## src/rtl/fbc_settings.svh

```systemverilog
// ----------------------------------------
// bridge constants shared by RTL and testbench
// FBC_CLKS_PER_BIT must be 2 or more
// 8 keeps simulation short; ~104 for 1 MHz at 9600 baud
// endpoint i answers at FBC_WIRE_OUT_BASE + i
// ----------------------------------------
`ifndef FBC_SETTINGS_SVH
`define FBC_SETTINGS_SVH

`define FBC_NUM_WIRE_OUT 8
`define FBC_WIRE_OUT_BASE 8'h20

// wire-in and trigger addresses
`define FBC_ADDR_TX_BYTE 8'h01
`define FBC_ADDR_CTRL 8'h02
`define FBC_ADDR_TRIG 8'h40

`define FBC_CLKS_PER_BIT 8

`endif

```

## src/rtl/fbc_pkg.sv

```systemverilog
// ----------------------------------------
// types for the host register bus and the link
// every endpoint carries one 16-bit word
// ----------------------------------------
package fbc_pkg;

	typedef logic [15:0] ep_word_t;

	// one registered host strobe, 26 bits
	typedef struct packed {
		logic [7:0] addr;
		logic write;
		logic read;
		ep_word_t data;
	} host_req_t;

	// endpoint answer, all zero when not selected
	typedef struct packed {
		logic valid;
		ep_word_t data;
	} ep_reply_t;

	// host to link control, 11 bits
	typedef struct packed {
		logic [7:0] tx_byte;
		logic enable;
		logic send;
		logic clear;
	} link_ctrl_t;

endpackage

```

## src/rtl/bt_link.sv

```systemverilog
// ----------------------------------------
// link to the HC-05 radio
// send pulses during a frame are dropped
// word 0: state, busy, framing error, count in 15:8
// words 1..N-1: received bytes, newest in word 1
// clear has priority over a byte arriving
// ----------------------------------------
`timescale 1ns/10ps
`include "fbc_settings.svh"

module bt_link
	import fbc_pkg::*;
(
	input logic clock,
	input logic reset,
	input link_ctrl_t ctrl,
	input logic bt_state,
	input logic bt_rxd,
	output logic bt_txd,
	output logic bt_enable,
	output ep_word_t status_words [`FBC_NUM_WIRE_OUT]
);

	localparam int HIST = `FBC_NUM_WIRE_OUT - 1;

	logic tx_start;
	logic tx_busy;
	logic [7:0] rx_data;
	logic rx_done;
	logic rx_ferr;
	logic state_meta;
	logic state_sync;
	logic [7:0] rx_count;
	logic ferr_sticky;
	logic [7:0] hist [1:HIST];

	assign tx_start = ctrl.send && !tx_busy;

	uart_tx u_tx (
		.clock(clock),
		.reset(reset),
		.start(tx_start),
		.data(ctrl.tx_byte),
		.busy(tx_busy),
		.txd(bt_txd)
	);

	uart_rx u_rx (
		.clock(clock),
		.reset(reset),
		.rxd(bt_rxd),
		.data(rx_data),
		.done(rx_done),
		.frame_err(rx_ferr)
	);

	// radio enable and state pin
	always_ff @(posedge clock) begin
		if (reset) begin
			bt_enable <= 1'b0;
			state_meta <= 1'b0;
			state_sync <= 1'b0;
		end else begin
			bt_enable <= ctrl.enable;
			state_meta <= bt_state;
			state_sync <= state_meta;
		end
	end

	// receive count, history and sticky error
	always_ff @(posedge clock) begin
		if (reset || ctrl.clear) begin
			rx_count <= '0;
			ferr_sticky <= 1'b0;
			for (int i = 1; i <= HIST; i++)
				hist[i] <= '0;
		end else begin
			if (rx_ferr)
				ferr_sticky <= 1'b1;
			if (rx_done) begin
				rx_count <= rx_count + 8'd1;
				hist[1] <= rx_data;
				for (int i = 2; i <= HIST; i++)
					hist[i] <= hist[i-1];
			end
		end
	end

	always_comb begin
		status_words[0] = {rx_count, 5'b0, ferr_sticky, tx_busy, state_sync};
		for (int i = 1; i <= HIST; i++)
			status_words[i] = {8'h00, hist[i]};
	end

endmodule

```

## src/rtl/fbc_top.sv

```systemverilog
// ----------------------------------------
// host to HC-05 bridge top level
// one clock, synchronous active-high reset
// leds are active low, low byte of status word 0
// ----------------------------------------
`timescale 1ns/10ps
`include "fbc_settings.svh"

module fbc_top
	import fbc_pkg::*;
(
	input logic clock,
	input logic reset,
	input logic [7:0] host_addr,
	input logic host_write,
	input logic host_read,
	input ep_word_t host_wdata,
	output logic host_rvalid,
	output ep_word_t host_rdata,
	input logic bt_state,
	input logic bt_rxd,
	output logic bt_txd,
	output logic bt_enable,
	output logic [7:0] led
);

	host_req_t req;
	link_ctrl_t ctrl;
	ep_reply_t replies [`FBC_NUM_WIRE_OUT];
	ep_word_t status_words [`FBC_NUM_WIRE_OUT];

	host_port u_host (
		.clock(clock),
		.reset(reset),
		.host_addr(host_addr),
		.host_write(host_write),
		.host_read(host_read),
		.host_wdata(host_wdata),
		.host_rvalid(host_rvalid),
		.host_rdata(host_rdata),
		.req(req),
		.replies(replies),
		.ctrl(ctrl)
	);

	bt_link u_link (
		.clock(clock),
		.reset(reset),
		.ctrl(ctrl),
		.bt_state(bt_state),
		.bt_rxd(bt_rxd),
		.bt_txd(bt_txd),
		.bt_enable(bt_enable),
		.status_words(status_words)
	);

	// wire-outs at consecutive addresses from the base
	for (genvar i = 0; i < `FBC_NUM_WIRE_OUT; i++) begin : g_wire_out
		wire_out_ep #(
			.ADDR(8'(`FBC_WIRE_OUT_BASE + i))
		) u_ep (
			.clock(clock),
			.reset(reset),
			.req(req),
			.word(status_words[i]),
			.reply(replies[i])
		);
	end

	assign led = ~status_words[0][7:0];

endmodule

```

## src/rtl/host_port.sv

```systemverilog
// ----------------------------------------
// host side of the register bus
// strobes are single cycle, at most one read per cycle
// read data appears two cycles after the read is sampled
// only bit 0 of wire-in 02 and the low byte of 01 reach the link
// ----------------------------------------
`timescale 1ns/10ps
`include "fbc_settings.svh"

module host_port
	import fbc_pkg::*;
(
	input logic clock,
	input logic reset,
	input logic [7:0] host_addr,
	input logic host_write,
	input logic host_read,
	input ep_word_t host_wdata,
	output logic host_rvalid,
	output ep_word_t host_rdata,
	output host_req_t req,
	input ep_reply_t replies [`FBC_NUM_WIRE_OUT],
	output link_ctrl_t ctrl
);

	localparam int WO_FIRST = `FBC_WIRE_OUT_BASE;
	localparam int WO_END = WO_FIRST + `FBC_NUM_WIRE_OUT;

	ep_word_t wire_tx;
	ep_word_t wire_ctrl;
	logic send_q;
	logic clear_q;
	logic own_sel;
	ep_reply_t own_reply;
	ep_reply_t merged;
	logic [`FBC_NUM_WIRE_OUT:0] valid_vec;

	// capture the host strobes
	always_ff @(posedge clock) begin
		if (reset) begin
			req <= '0;
		end else begin
			req <= '{addr: host_addr, write: host_write, read: host_read, data: host_wdata};
		end
	end

	// wire-ins and trigger pulses
	always_ff @(posedge clock) begin
		if (reset) begin
			wire_tx <= '0;
			wire_ctrl <= '0;
			send_q <= 1'b0;
			clear_q <= 1'b0;
		end else begin
			if (req.write && req.addr == `FBC_ADDR_TX_BYTE)
				wire_tx <= req.data;
			if (req.write && req.addr == `FBC_ADDR_CTRL)
				wire_ctrl <= req.data;
			send_q <= req.write && req.addr == `FBC_ADDR_TRIG && req.data[0];
			clear_q <= req.write && req.addr == `FBC_ADDR_TRIG && req.data[1];
		end
	end

	assign ctrl = '{tx_byte: wire_tx[7:0], enable: wire_ctrl[0], send: send_q, clear: clear_q};

	// own slot takes every read outside the wire-out range
	assign own_sel = req.read && !(int'(req.addr) >= WO_FIRST && int'(req.addr) < WO_END);

	always_ff @(posedge clock) begin
		if (reset) begin
			own_reply <= '0;
		end else if (own_sel) begin
			own_reply.valid <= 1'b1;
			case (req.addr)
				`FBC_ADDR_TX_BYTE: own_reply.data <= wire_tx;
				`FBC_ADDR_CTRL: own_reply.data <= wire_ctrl;
				default: own_reply.data <= '0;
			endcase
		end else begin
			own_reply <= '0;
		end
	end

	// wired-or of all reply slots
	always_comb begin
		merged = own_reply;
		for (int i = 0; i < `FBC_NUM_WIRE_OUT; i++) begin
			merged.valid = merged.valid | replies[i].valid;
			merged.data = merged.data | replies[i].data;
		end
	end

	always_comb begin
		valid_vec[`FBC_NUM_WIRE_OUT] = own_reply.valid;
		for (int i = 0; i < `FBC_NUM_WIRE_OUT; i++)
			valid_vec[i] = replies[i].valid;
	end

	always_ff @(posedge clock) begin
		if (reset) begin
			host_rvalid <= 1'b0;
			host_rdata <= '0;
		end else begin
			host_rvalid <= merged.valid;
			host_rdata <= merged.data;
		end
	end

	// endpoint decode must never overlap
	a_one_reply: assert property (@(posedge clock) disable iff (reset) $onehot0(valid_vec));

endmodule

```

## src/rtl/uart_rx.sv

```systemverilog
// ----------------------------------------
// 8N1 receiver, LSB first
// rxd is asynchronous, synchronized here
// bits are sampled at mid-period
// data is valid while done is high
// ----------------------------------------
`timescale 1ns/10ps
`include "fbc_settings.svh"

module uart_rx (
	input logic clock,
	input logic reset,
	input logic rxd,
	output logic [7:0] data,
	output logic done,
	output logic frame_err
);

	localparam int CLKS = `FBC_CLKS_PER_BIT;
	localparam int CW = $clog2(CLKS);
	localparam logic [CW-1:0] LAST_CLK = CW'(CLKS - 1);
	localparam logic [CW-1:0] HALF_CLK = CW'(CLKS / 2 - 1);

	typedef enum logic [1:0] {
		RX_IDLE,
		RX_START,
		RX_DATA,
		RX_STOP
	} rx_state_t;

	rx_state_t state;
	logic rx_meta;
	logic rx_sync;
	logic rx_prev;
	logic [CW-1:0] clk_cnt;
	logic [2:0] bit_idx;

	// two-flop synchronizer plus edge history, idle line is high
	always_ff @(posedge clock) begin
		if (reset) begin
			rx_meta <= 1'b1;
			rx_sync <= 1'b1;
			rx_prev <= 1'b1;
		end else begin
			rx_meta <= rxd;
			rx_sync <= rx_meta;
			rx_prev <= rx_sync;
		end
	end

	always_ff @(posedge clock) begin
		if (reset) begin
			state <= RX_IDLE;
			clk_cnt <= '0;
			bit_idx <= '0;
			done <= 1'b0;
			frame_err <= 1'b0;
		end else begin
			done <= 1'b0;
			frame_err <= 1'b0;
			case (state)
				RX_IDLE: begin
					clk_cnt <= '0;
					bit_idx <= '0;
					if (rx_prev && !rx_sync)
						state <= RX_START;
				end
				RX_START: begin
					if (clk_cnt == HALF_CLK) begin
						clk_cnt <= '0;
						// glitch, not a real start bit
						state <= rx_sync ? RX_IDLE : RX_DATA;
					end else begin
						clk_cnt <= clk_cnt + 1'b1;
					end
				end
				RX_DATA: begin
					if (clk_cnt == LAST_CLK) begin
						clk_cnt <= '0;
						bit_idx <= bit_idx + 3'd1;
						if (bit_idx == 3'd7)
							state <= RX_STOP;
					end else begin
						clk_cnt <= clk_cnt + 1'b1;
					end
				end
				default: begin
					if (clk_cnt == LAST_CLK) begin
						clk_cnt <= '0;
						state <= RX_IDLE;
						done <= rx_sync;
						frame_err <= !rx_sync;
					end else begin
						clk_cnt <= clk_cnt + 1'b1;
					end
				end
			endcase
		end
	end

	always_ff @(posedge clock) begin
		if (state == RX_DATA && clk_cnt == LAST_CLK)
			data <= {rx_sync, data[7:1]};
	end

endmodule

```

## src/rtl/uart_tx.sv

```systemverilog
// ----------------------------------------
// 8N1 transmitter, LSB first
// start is accepted only while idle
// busy covers the whole frame up to the end of stop
// ----------------------------------------
`timescale 1ns/10ps
`include "fbc_settings.svh"

module uart_tx (
	input logic clock,
	input logic reset,
	input logic start,
	input logic [7:0] data,
	output logic busy,
	output logic txd
);

	localparam int CLKS = `FBC_CLKS_PER_BIT;
	localparam int CW = $clog2(CLKS);
	localparam logic [CW-1:0] LAST_CLK = CW'(CLKS - 1);

	logic [CW-1:0] clk_cnt;
	logic [3:0] bit_idx;
	// data bits with the stop bit on top
	logic [8:0] shift;
	logic bit_end;

	assign bit_end = clk_cnt == LAST_CLK;

	always_ff @(posedge clock) begin
		if (reset) begin
			busy <= 1'b0;
			txd <= 1'b1;
			clk_cnt <= '0;
			bit_idx <= '0;
		end else if (!busy) begin
			clk_cnt <= '0;
			bit_idx <= '0;
			if (start) begin
				busy <= 1'b1;
				txd <= 1'b0;
			end
		end else if (bit_end) begin
			clk_cnt <= '0;
			if (bit_idx == 4'd9) begin
				busy <= 1'b0;
				txd <= 1'b1;
			end else begin
				txd <= shift[0];
				bit_idx <= bit_idx + 4'd1;
			end
		end else begin
			clk_cnt <= clk_cnt + 1'b1;
		end
	end

	always_ff @(posedge clock) begin
		if (!busy && start)
			shift <= {1'b1, data};
		else if (busy && bit_end && bit_idx != 4'd9)
			shift <= {1'b1, shift[8:1]};
	end

	// start only while idle, a start during a frame would be lost
	a_no_start_busy: assert property (@(posedge clock) disable iff (reset) start |-> !busy);

endmodule

```

## src/rtl/wire_out_ep.sv

```systemverilog
// ----------------------------------------
// read-only wire-out endpoint
// reply is all zero unless a read hits ADDR
// ----------------------------------------
`timescale 1ns/10ps

module wire_out_ep
	import fbc_pkg::*;
#(
	parameter logic [7:0] ADDR = 8'h20
) (
	input logic clock,
	input logic reset,
	input host_req_t req,
	input ep_word_t word,
	output ep_reply_t reply
);

	logic hit;

	assign hit = req.read && req.addr == ADDR;

	// zero when idle so replies can be or-ed together
	always_ff @(posedge clock) begin
		if (reset) begin
			reply <= '0;
		end else if (hit) begin
			reply.valid <= 1'b1;
			reply.data <= word;
		end else begin
			reply <= '0;
		end
	end

endmodule

```

## config.mk

```make
export PLATFORM = sky130hd
export DESIGN_NAME = fbc_top
export DESIGN_NICKNAME = d
export VERILOG_FILES = /design/src/rtl/fbc_pkg.sv /design/src/rtl/bt_link.sv /design/src/rtl/fbc_top.sv /design/src/rtl/host_port.sv /design/src/rtl/uart_rx.sv /design/src/rtl/uart_tx.sv /design/src/rtl/wire_out_ep.sv
export VERILOG_INCLUDE_DIRS = /design/src /design/src/rtl
export SDC_FILE = /design/constraint.sdc
export NUM_CORES = 1
export LEC_CHECK = 0
export ABC_AREA = 0
export BUFFER_PORTS_ARGS = -buffer_cell sky130_fd_sc_hd__buf_4
export CAP_MARGIN = 20
export CORE_ASPECT_RATIO = 2
export CORE_MARGIN = 1.5
export CORE_UTILIZATION = 64
export DETAILED_ROUTE_END_ITERATION = 16
export HOLD_SLACK_MARGIN = 0.15
export PLACE_DENSITY = 0.83
export SETUP_SLACK_MARGIN = 0.4
export SKIP_LAST_GASP = 1
export SYNTH_ARGS = -nofsm -noshare
export SYNTH_HDL_FRONTEND = slang
export SYNTH_SLANG_ARGS = --single-unit
```

## constraint.sdc

```tcl
create_clock -name clock -period 6.1 [get_ports clock]
set_input_delay 0.305 -clock clock [delete_from_list [all_inputs] [get_ports clock]]
set_output_delay 0.305 -clock clock [all_outputs]
set_load 0.02 [all_outputs]
```

==> run metrics, run 1 <==
total wirelength of the detailed-routed design=17400 µm; layout cell share with drive strength beyond 1=0.128; area grow syn2layout=15.8%; DRC violation total after the first TritonRoute iteration=311; x dimension of the die=88.5 µm; ANT nets after route=0; flip-flop and latch count after synthesis=275; PnR Total Power=3.46 mW; most used flip-flop cell after synthesis=sky130_fd_sc_hd__dfxtp_1; critical path class=reg -> reg; count of different cell masters after synthesis=45; Core ar.=14400 µm²; main area contributors after synthesis=sky130_fd_sc_hd__dfxtp_1, sky130_fd_sc_hd__edfxtp_1, sky130_fd_sc_hd__and2_1; top cells by instance count after synthesis=sky130_fd_sc_hd__dfxtp_1, sky130_fd_sc_hd__and2_1, sky130_fd_sc_hd__nand2_1, sky130_fd_sc_hd__edfxtp_1, sky130_fd_sc_hd__nor2_1; crit-path max cell delay=0.62 ns; number of warnings printed during yosys synthesis=0; post-route cell area=10800 µm²; DIE AREA=15400 µm²; Hold Crit Class=in -> reg; placed wire-length estimate=11400 µm; data arrival time of the critical path=2.45 ns; final count of pins violating max slew=0; insertion delay of the later-clocked pin in the worst-skew pair=0.51 ns; Post-Route Utilization=0.754; Cell Area, Placed=9780 µm²; count of final hold-check violations=0; post-layout min period=2.09 ns; final-layout worst hold slack=0.167 ns; number of enable flip-flop cells after synthesis=72; setup tns final=0 ns; pin count of the biggest net entering global routing=75; Worst Clk Skew=0.00993 ns; clock root buffer master=sky130_fd_sc_hd__clkbuf_16; sort of element at the end of the critical path=flip-flop; number of global-route vias before repair=5936; number of top-level pins=57; cell area after synthesis=9350 µm²; post-layout net count=916; average wire length per cell after detail routing=16.1 µm; leakage component of the power=4.13 nW; required time of the critical path=6.46 ns; endpoints failing setup=0; vias after detailed routing=5686; clock edge transition at the registers on the reported setup and hold paths=0.07 ns; average vias per placed instance=5.26; cts bufs inserted=23; antenna diode count=0; Bufs and invs on worst path=0; cell family with most CP delay=simple AND/OR/NAND/NOR gates; instance count of the mapped netlist=798; number of hold buffers added after cts=28; CTS tree=yes; power density of the placed cells=319 nW/µm²; Critical Path Source Type=flip-flop; unrepaired setup endpoints after global routing=no; max_slew headroom=0.484; highest clock frequency the design can meet=478 MHz; initial core utilization=0.652; Worst Path Max Fanout=16; number of antenna violations at the first check in global routing=0; total clock sinks=275; most area-hungry cell type in the Yosys netlist=sky130_fd_sc_hd__dfxtp_1; maximum vdd drop=0.245 mV; Seq/Total Area, Yosys=0.666; Bufs on Longest Clock Path=3; Resized cells post-CTS=0; outcome=finished, final reports clean; Synth Area per Inst=11.7 µm²; crit path cell chain=nor4_4 -> nand4_1 -> nand2_1 -> a21oi_1; H-tree depth=1; final weighted congestion of routability-driven global placement=0.856; global-route wire length before repair=28300 µm; remaining routing DRC violations=0; overflow left after global routing=0; Async S/R FF share, synth=0; number of max-cap violations=0; transition time at the pin with the least slew margin=0.771 ns; cell with the most instances after synthesis=sky130_fd_sc_hd__dfxtp_1; Die Span Y=174 µm; count of TritonRoute iterations in the first routing pass=4; proportion of netlist area held by the largest area contributor=0.435; buffers inserted by post-CTS timing repair=0; Total GRT Usage=0.237; period utilisation layout=0.343; slowest cell on the critical path=sky130_fd_sc_hd__nand4_1; # port buffers=51; Placement Rows=62
[cell type report]
| cell class | count | area (µm²) |
|---|---|---|
| sequential | 275 | 6230 |
| fill | 920 | 3530 |
| multi-input combinational | 478 | 2870 |
| clock buffer | 34 | 709 |
| timing repair buffer | 83 | 693 |
| tap | 192 | 240 |
| clock inverter | 8 | 46.3 |
| inverter | 10 | 37.5 |
[power by group]
part / internal [mW] / switching (mW) / total [mW]
Combinational: 0.0462 / 0.0571 / 0.103
Sequential: 1.90 / 0.0195 / 1.91
Clock: 0.810 / 0.630 / 1.44
[registers in the layout, indices dropped and copies added (netlist names), 4 cells and up]
| register | cells |
|---|---|
| u_link.u_rx.data | 8 |
| u_link.u_tx.shift | 8 |
| u_link.rx_count | 8 |
| u_host.wire_tx | 16 |
| g_wire_out.u_ep.reply | 75 |
| u_link.hist | 56 |
| u_host.wire_ctrl | 16 |
| u_link.u_tx.bit_idx | 4 |
| u_host.req | 26 |
| u_host.own_reply | 17 |
| u_host.host_rdata | 16 |
[through the flow]
stage               setup WS (ns)  std cells
floorplan                    3.69        802
global placement             3.96       1009
detailed placement           3.91       1009
CTS                          3.91       1079
global route                 3.89       1080
finish                       4.01       1080
[path summary, 6_finish.rpt]
check | to | cells after the start | slack (ns) | from
min | u_host.host_rdata[14] | 2 | 0.17 | reset
min reg2reg | u_link.u_rx.rx_sync | 1 | 0.42 | u_link.u_rx.rx_meta
max reg2reg | u_host.wire_tx[0] | 4 | 4.01 | u_host.req[19]
max | u_host.wire_tx[0] | 4 | 4.01 | u_host.req[19]
[layout by cell type, fill, tap and decap left out, drive strengths merged, types with 15 or more instances in the layout]
cell,instances
nor2b,32
dfxtp,203
edfxtp,72
ha,15
dlygate4sd3,28
buf,54
a21oi,42
and2,126
nor2,64
nand2,78
nor4,17
a22oi,19
clkbuf,35
[worst reg2reg max path, stage by stage, from the launching register on]
cell                      delay [ns]
sky130_fd_sc_hd__dfxtp_1        0.51
sky130_fd_sc_hd__nor4_4         0.41
sky130_fd_sc_hd__nand4_1        0.63
sky130_fd_sc_hd__nand2_1        0.30
sky130_fd_sc_hd__a21oi_1        0.10
[routing by layer]
metal	GRT usage	wire length, µm
met4	0.0859	501
met3	0.0299	504
met1	0.257	6410
met2	0.452	9950
met5	0	0
[cells by family after synthesis]
| group | share of synthesized area |
|---|---|
| multiplexers | 0.0116 |
| other | 0.000401 |
| XOR/XNOR | 0.00656 |
| adder cells (fa/ha/maj) | 0.0201 |
| buffers and inverters | 0.0289 |
| AND/OR/NAND/NOR | 0.218 |
| flip-flops | 0.666 |
| AO/OA/AOI/OAI | 0.0490 |
No activity file was read; power rests on OpenSTA's default activity.
==> run 2, diff against run 1 <==
--- a/config.mk
+++ b/config.mk
@@ -11,10 +11,10 @@
 export CAP_MARGIN = 20
 export CORE_ASPECT_RATIO = 2
 export CORE_MARGIN = 1.5
-export CORE_UTILIZATION = 64
+export CORE_UTILIZATION = 54
 export DETAILED_ROUTE_END_ITERATION = 16
 export HOLD_SLACK_MARGIN = 0.15
-export PLACE_DENSITY = 0.83
+export PLACE_DENSITY = 0.75
 export SETUP_SLACK_MARGIN = 0.4
 export SKIP_LAST_GASP = 1
 export SYNTH_ARGS = -nofsm -noshare
==> constraint.sdc (replaced) <==
create_clock -name clock -period 1.9 [get_ports clock]
set_input_delay 0.095 -clock clock [delete_from_list [all_inputs] [get_ports clock]]
set_output_delay 0.095 -clock clock [all_outputs]
set_load 0.02 [all_outputs]
==> run 2 against run 1 <==
Compared with the run above:
- worst hold slack got worse by 0.018 ns
- power rose to 3.3 times the previous value
- first-iteration DRC count fell by 36%
- global-route usage fell by 2.1 points
- critical path type unchanged
- critical endpoint is now u_link.u_rx.bit_idx[1]
- largest cell class unchanged
- largest power group unchanged
==> run metrics, run 2 (synthesis gave the netlist of run 1 again) <==
most frequent standard cell in the layout excluding fill and tap cells=sky130_fd_sc_hd__dfxtp_1; FF+latch area=6230 µm² (about the same); crit-path max cell delay=0.32 ns (-0.30 ns); vias after detailed routing=5834 (+2.6%); period utilisation layout=0.783 (+0.440); most frequent cells in the layout=sky130_fd_sc_hd__dfxtp_1, sky130_fd_sc_hd__and2_1, sky130_fd_sc_hd__nand2_1, sky130_fd_sc_hd__buf_4, sky130_fd_sc_hd__edfxtp_1; post-layout net count=953 (+4.0%); Worst Clk Skew=0.0170 ns (+0.00712 ns); H-tree depth=1 (unchanged); total wirelength of the detailed-routed design=18500 µm (+6.7%); outcome=finished, final reports clean; setup tns final=0 ns (unchanged); highest clock frequency the design can meet=672 MHz (+41%); required time of the critical path=2.30 ns (-4.16 ns); initial core utilization=0.555 (-0.0966); unrepaired setup endpoints after global routing=yes; global-route wire length before repair=30200 µm (+6.5%); max_slew headroom=0.498 (+0.0146); Placement Rows=67 (+8.1%); data arrival time of the critical path=1.89 ns (-0.56 ns); number of top-level pins=57 (unchanged); Critical Path Source Type=flip-flop; number of global-route vias before repair=6017 (+1.4%); maximum vdd drop=0.698 mV (+180%); # port buffers=51 (unchanged); final count of pins violating max slew=0 (unchanged); placed wire-length estimate=11500 µm (+1.5%); area of the multi-input gates=2940 µm² (+2.3%); count of fill cells added during filler insertion=1200 (+30%); Die Span Y=189 µm (+8.7%); Worst Path Max Fanout=11 (-5); max reg flops=75 (unchanged); post-layout min period=1.49 ns (-0.604 ns); pin count of the biggest net entering global routing=57 (-24%); largest registers ranked by flip-flop count=g_wire_out.u_ep.reply: 75 flops, u_link.hist: 56 flops, u_host.req: 26 flops; transition time at the pin with the least slew margin=0.752 ns (-0.0190 ns); sort of element at the end of the critical path=flip-flop; Total GRT Usage=0.216 (-0.0210); slowest cell on the critical path=sky130_fd_sc_hd__dfxtp_1; clock root buffer master=sky130_fd_sc_hd__clkbuf_16; final weighted congestion of routability-driven global placement=0.766 (-11%); clock edge transition at the registers on the reported setup and hold paths=0.07 ns (about the same); insertion delay of the later-clocked pin in the worst-skew pair=0.52 ns (about the same); power density of the placed cells=1010 nW/µm² (+220%); Bufs on Longest Clock Path=3 (unchanged); PnR Total Power=11.4 mW (+230%); ANT nets after route=0 (unchanged); Core ar.=16800 µm² (+17%); number of antenna violations at the first check in global routing=0 (unchanged); Cell Area, Placed=9980 µm² (+2.0%); count of final hold-check violations=0 (unchanged); average vias per placed instance=5.15 (-2.1%); DIE AREA=18200 µm² (+18%); cts bufs inserted=23 (unchanged); critical path class=reg -> reg; CTS tree=yes; count of TritonRoute iterations in the first routing pass=4 (unchanged); Hold Crit Class=in -> reg; worst setup slack for register-to-register paths=0.41 ns (-3.60 ns); area grow syn2layout=21.2%; total clock sinks=275 (unchanged); x dimension of the die=96.0 µm (+8.6%); overflow left after global routing=0 (unchanged); antenna diode count=0 (unchanged); most repeated library cell on the critical path=sky130_fd_sc_hd__ha_1; remaining routing DRC violations=0 (unchanged); endpoints failing setup=0 (unchanged); number of max-cap violations=0 (unchanged); DRC violation total after the first TritonRoute iteration=200 (-36%); layout cell share with drive strength beyond 1=0.174 (+0.0457); final-layout worst hold slack=0.149 ns (-0.0185 ns); Most flops, register=g_wire_out.u_ep.reply; post-route cell area=11300 µm² (+4.7%); leakage component of the power=4.37 nW (+5.8%); average wire length per cell after detail routing=16.4 µm (+1.8%); crit path cell chain=ha_1 -> ha_1 -> and2_2 -> a22oi_1 -> nor2_1
-- run 2: cell type report --
type / count / share of cell area
multi-input cells: 478 / 0.259
clock inverters: 11 / 0.0103
inverters: 10 / 0.00331
flip-flops and latches: 275 / 0.550
repair buffers: 120 / 0.0946
clock buffers: 31 / 0.0598
well taps: 207 / 0.0229
-- run 2: final timing paths --
check | start | end | cells after the start
worst min-delay path | reset | u_host.own_reply[6] | 4
worst min register to register | u_link.u_rx.rx_meta | u_link.u_rx.rx_sync | 1
worst max register to register | u_link.u_rx.clk_cnt[0] | u_link.u_rx.bit_idx[1] | 5
worst max-delay path | u_link.u_rx.clk_cnt[0] | u_link.u_rx.bit_idx[1] | 5
-- run 2: power by group --
part           switching (mW)  internal (mW)  total, mW
Combinational           0.202          0.185      0.388
Clock                    2.08           2.80       4.88
Sequential             0.0592           6.08       6.14
-- run 2: metrics by stage --
stage	setup WS [ns]	util	cells
after global placement	0.336	0.592	1046
final	0.412	0.672	1132
after global routing	0.327	0.672	1132
after floorplan	0.459	-	802
after detailed placement	0.278	0.592	1046
after CTS	0.394	0.664	1126
-- run 2: layer usage --
metal  GRT usage  routed length [µm]
met1       0.238                6770
met2       0.391               10200
met3      0.0261                 590
met4       0.114                 955
met5           0                   0
-- run 2: repair_timing --
item / in CTS / in global routing
pin swaps: 3 / 5
gates resized for setup: 9 / 20
hold endpoints to repair: 41 / 0
gates cloned: 0 / 2
hold buffers: 36 / 0
setup buffers: 2 / 4
endpoints found under the setup margin: 63 / 156
-- run 2: worst max-delay path: cells and delay by family (launching register included) --
kind / cells / cell delay (ns)
and+or+nand+nor: 2 / 0.35
adders and majority gates: 2 / 0.47
DFF: 1 / 0.32
AOI/OAI and AO/OA: 1 / 0.24
==> run 3, diff against run 2 <==
--- a/config.mk
+++ b/config.mk
@@ -6,15 +6,15 @@
 export SDC_FILE = /design/constraint.sdc
 export NUM_CORES = 1
 export LEC_CHECK = 0
-export ABC_AREA = 0
+export ABC_AREA = 1
 export BUFFER_PORTS_ARGS = -buffer_cell sky130_fd_sc_hd__buf_4
 export CAP_MARGIN = 20
 export CORE_ASPECT_RATIO = 2
 export CORE_MARGIN = 1.5
-export CORE_UTILIZATION = 54
+export CORE_UTILIZATION = 59
 export DETAILED_ROUTE_END_ITERATION = 16
 export HOLD_SLACK_MARGIN = 0.15
-export PLACE_DENSITY = 0.75
+export PLACE_DENSITY = 0.78
 export SETUP_SLACK_MARGIN = 0.4
 export SKIP_LAST_GASP = 1
 export SYNTH_ARGS = -nofsm -noshare
==> constraint.sdc (replaced) <==
create_clock -name clock -period 1.4 [get_ports clock]
set_input_delay 0.07 -clock clock [delete_from_list [all_inputs] [get_ports clock]]
set_output_delay 0.07 -clock clock [all_outputs]
set_load 0.02 [all_outputs]
==> run 3 against run 2 <==
Compared with the run above:
- the flow now finishes with violations (negative setup slack)
- global-route usage rose by 10 points
- critical path depth fell by 2
- largest power group unchanged
- clock power rose by 52%
- synthesized cell count rose by 27%
- utilization rose by 23 points
- critical endpoint is now u_host.clear_q
==> run metrics, run 3 <==
outcome=finished, violations left; failing checks=negative setup slack; remaining routing DRC violations=0 (unchanged); max reg flops=75 (unchanged); most frequent standard cell in the layout excluding fill and tap cells=sky130_fd_sc_hd__dfxtp_1; placed wire-length estimate=12600 µm (+8.8%); largest registers ranked by flip-flop count=g_wire_out.u_ep.reply: 75 flops, u_link.hist: 56 flops, u_host.req: 26 flops; power density of the placed cells=1200 nW/µm² (+19%); leakage component of the power=5.79 nW (+33%); post-layout net count=1267 (+33%); combinational share of power=0.079 (+0.045); most used flip-flop cell after synthesis=sky130_fd_sc_hd__dfxtp_1; Seq/Total Area, Yosys=0.656 (-0.00975); overflow left after global routing=0 (unchanged); Die Span Y=182 µm (-3.6%); data arrival time of the critical path=2.09 ns (+0.20 ns); final count of pins violating max slew=0 (unchanged); transition time at the pin with the least slew margin=0.860 ns (+0.107 ns); slowest cell on the critical path=sky130_fd_sc_hd__nor2_2; post-layout min period=1.72 ns (+0.235 ns); number of warnings printed during yosys synthesis=0 (unchanged); Worst Path Max Fanout=4 (-7); x dimension of the die=92.7 µm (-3.5%); average vias per placed instance=6.00 (+17%); CTS tree=yes; PnR Total Power=17.1 mW (+50%); proportion of netlist area held by the largest area contributor=0.428 (-0.00636); Bufs and invs on worst path=0 (unchanged); cts bufs inserted=23 (unchanged); highest clock frequency the design can meet=580 MHz (-14%); pin count of the biggest net entering global routing=27 (-53%); sequential share of power=0.488 (-0.050); flip-flop and latch count after synthesis=275 (unchanged); Hold Crit Class=in -> reg; Total GRT Usage=0.319 (+0.102); count of final hold-check violations=0 (unchanged); instance count of the mapped netlist=1012 (+27%); maximum vdd drop=1.37 mV (+96%); average wire length per cell after detail routing=25.5 µm (+56%); global-route wire length before repair=41200 µm (+36%); Critical Path Source Type=flip-flop; insertion delay of the later-clocked pin in the worst-skew pair=0.54 ns (+0.02 ns); area grow syn2layout=50.1%; required time of the critical path=1.77 ns (-0.53 ns); sort of element at the end of the critical path=flip-flop; cell area after synthesis=9490 µm² (+1.5%); Most flops, register=g_wire_out.u_ep.reply; total wirelength of the detailed-routed design=36700 µm (+98%); final weighted congestion of routability-driven global placement=0.805 (+5.1%); part of the power in the clock network=0.433 (+0.005); ANT nets after route=0 (unchanged); DIE AREA=16900 µm² (-6.9%); DR WL met2=18400 µm (+80%); crit path cell chain=nor2_2 -> nand3_1 -> nor4_1; clock root buffer master=sky130_fd_sc_hd__clkbuf_16; layout cell share with drive strength beyond 1=0.363 (+0.189); endpoints failing setup=125 (+125); # port buffers=51 (unchanged); switching portion of total power=0.231 (+0.0261); count of different cell masters after synthesis=30 (-33%); unrepaired setup endpoints after global routing=yes; period utilisation layout=1.23 (+0.448); total clock sinks=275 (unchanged); top cells by instance count after synthesis=sky130_fd_sc_hd__nor2_1, sky130_fd_sc_hd__dfxtp_1, sky130_fd_sc_hd__inv_1, sky130_fd_sc_hd__nand2_1, sky130_fd_sc_hd__edfxtp_1; crit-path max cell delay=0.50 ns (+0.18 ns); max_slew headroom=0.427 (-0.0716); H-tree depth=1 (unchanged); count of TritonRoute iterations in the first routing pass=5 (+1); Post-Route Utilization=0.903 (+0.230); count of fill cells added during filler insertion=555 (-54%); cell family with most CP delay=simple AND/OR/NAND/NOR gates; Synth Area per Inst=9.38 µm² (-20%); met3 wire len=2800 µm (+380%); least setup slack across all paths after layout=-0.323 ns (-0.735 ns); Worst Clk Skew=0.0259 ns (+0.00890 ns); most area-hungry cell type in the Yosys netlist=sky130_fd_sc_hd__dfxtp_1; Async S/R FF share, synth=0 (unchanged); initial core utilization=0.601 (+0.0465); vias after detailed routing=8646 (+48%); Setup Slack @ Placement=-0.0395 ns (-0.317 ns); cell with the most instances after synthesis=sky130_fd_sc_hd__nor2_1; critical path class=reg -> reg; clock edge transition at the registers on the reported setup and hold paths=0.08 ns (about the same); main area contributors after synthesis=sky130_fd_sc_hd__dfxtp_1, sky130_fd_sc_hd__edfxtp_1, sky130_fd_sc_hd__nor2_1; number of enable flip-flop cells after synthesis=72 (unchanged); wire length on met1=10900 µm (+61%); number of global-route vias before repair=8100 (+35%); number of max-cap violations=0 (unchanged); DRC violation total after the first TritonRoute iteration=718 (+260%); number of antenna violations at the first check in global routing=1 (+1); most frequent cells in the layout=sky130_fd_sc_hd__dfxtp_1, sky130_fd_sc_hd__nor2_1, sky130_fd_sc_hd__inv_1, sky130_fd_sc_hd__nand2_1, sky130_fd_sc_hd__buf_4; Core ar.=15800 µm² (-6.4%); Cell Int Power=13.2 mW (+45%); Placement Rows=65 (-3.0%); switching pwr=3.96 mW (+69%); number of top-level pins=57 (unchanged); highest routed layer=met4; Bufs on Longest Clock Path=3 (unchanged)
==> run 3: metrics by stage <==
stage	instances	TNS, ns	hold slack, ns	cell area (µm²)
after detailed placement	1258	-0.211	0.259	10500
after global routing	1439	-13.08	0.231	14200
after CTS	1411	0	0.151	13100
after floorplan	1016	0	0.170	9840
after global placement	1258	0	0.257	10500
final	1440	-11.73	0.233	14200
==> run 3: path summary, 6_finish.rpt <==
check | start | end | slack [ns] | cells past startpoint
max | u_host.req[18] | u_host.clear_q | -0.32 | 3
min reg2reg | u_link.state_meta | u_link.state_sync | 0.43 | 2
max reg2reg | u_host.req[18] | u_host.clear_q | -0.32 | 3
min | reset | u_link.hist[6][7] | 0.23 | 5
==> run 3: tightest hold or removal path: stages <==
cell                      delay, ns
sky130_fd_sc_hd__buf_4         0.15
sky130_fd_sc_hd__nor2_4        0.07
sky130_fd_sc_hd__buf_12        0.13
sky130_fd_sc_hd__buf_8         0.12
sky130_fd_sc_hd__nand2_8       0.08
==> run 3: logic make-up (layout without fill, tap and decap cells) <==
logic type / count (synthesis) / count (layout) / share of synthesized area
compound gates: 73 / 73 / 0.0405
xor+xnor: 1 / 1 / 0.000923
fa+ha+maj: 15 / 15 / 0.0198
buf+inv: 198 / 412 / 0.0858
simple gates: 449 / 457 / 0.196
flops: 275 / 275 / 0.656
other cells: 1 / 6 / 0.000395
==> run 3: area by class of cell <==
type                    count  area, µm²  share of cell area
flip-flops and latches    275       6290               0.441
multi-input cells         551       3800               0.267
repair buffers            205       2360               0.165
clock buffers              32        713              0.0501
inverters                 165        674              0.0473
well taps                 201        251              0.0177
clock inverters             9        149              0.0105
repair inverters            1       8.76            0.000615
diodes                      1       2.50            0.000176
==> run 3: power by group through the flow <==
stage	sequential, mW	combinational, mW	clock [mW]
finish	8.35	1.35	7.41
global route	8.36	1.39	7.68
CTS	8.34	1.05	7.17
detailed placement	8.52	0.659	0
global placement	8.52	0.646	0
floorplan	8.50	0.457	0
==> run 3: metal layers <==
metal | vias to the layer above | track usage
li1 | 3562 | -
met4 | 0 | 0.215
met2 | 679 | 0.614
met5 | - | 0
met1 | 4078 | 0.298
met3 | 327 | 0.0446
==> run 3: timing repair <==
action | 4_1_cts | 5_1_grt
pin swaps | 28 | 23
gates resized for setup | 146 | 218
setup buffers | 34 | 19
hold endpoints to repair | 84 | 0
endpoints found under the setup margin | 304 | 337
cloned | 15 | 9
hold buffers | 63 | 0
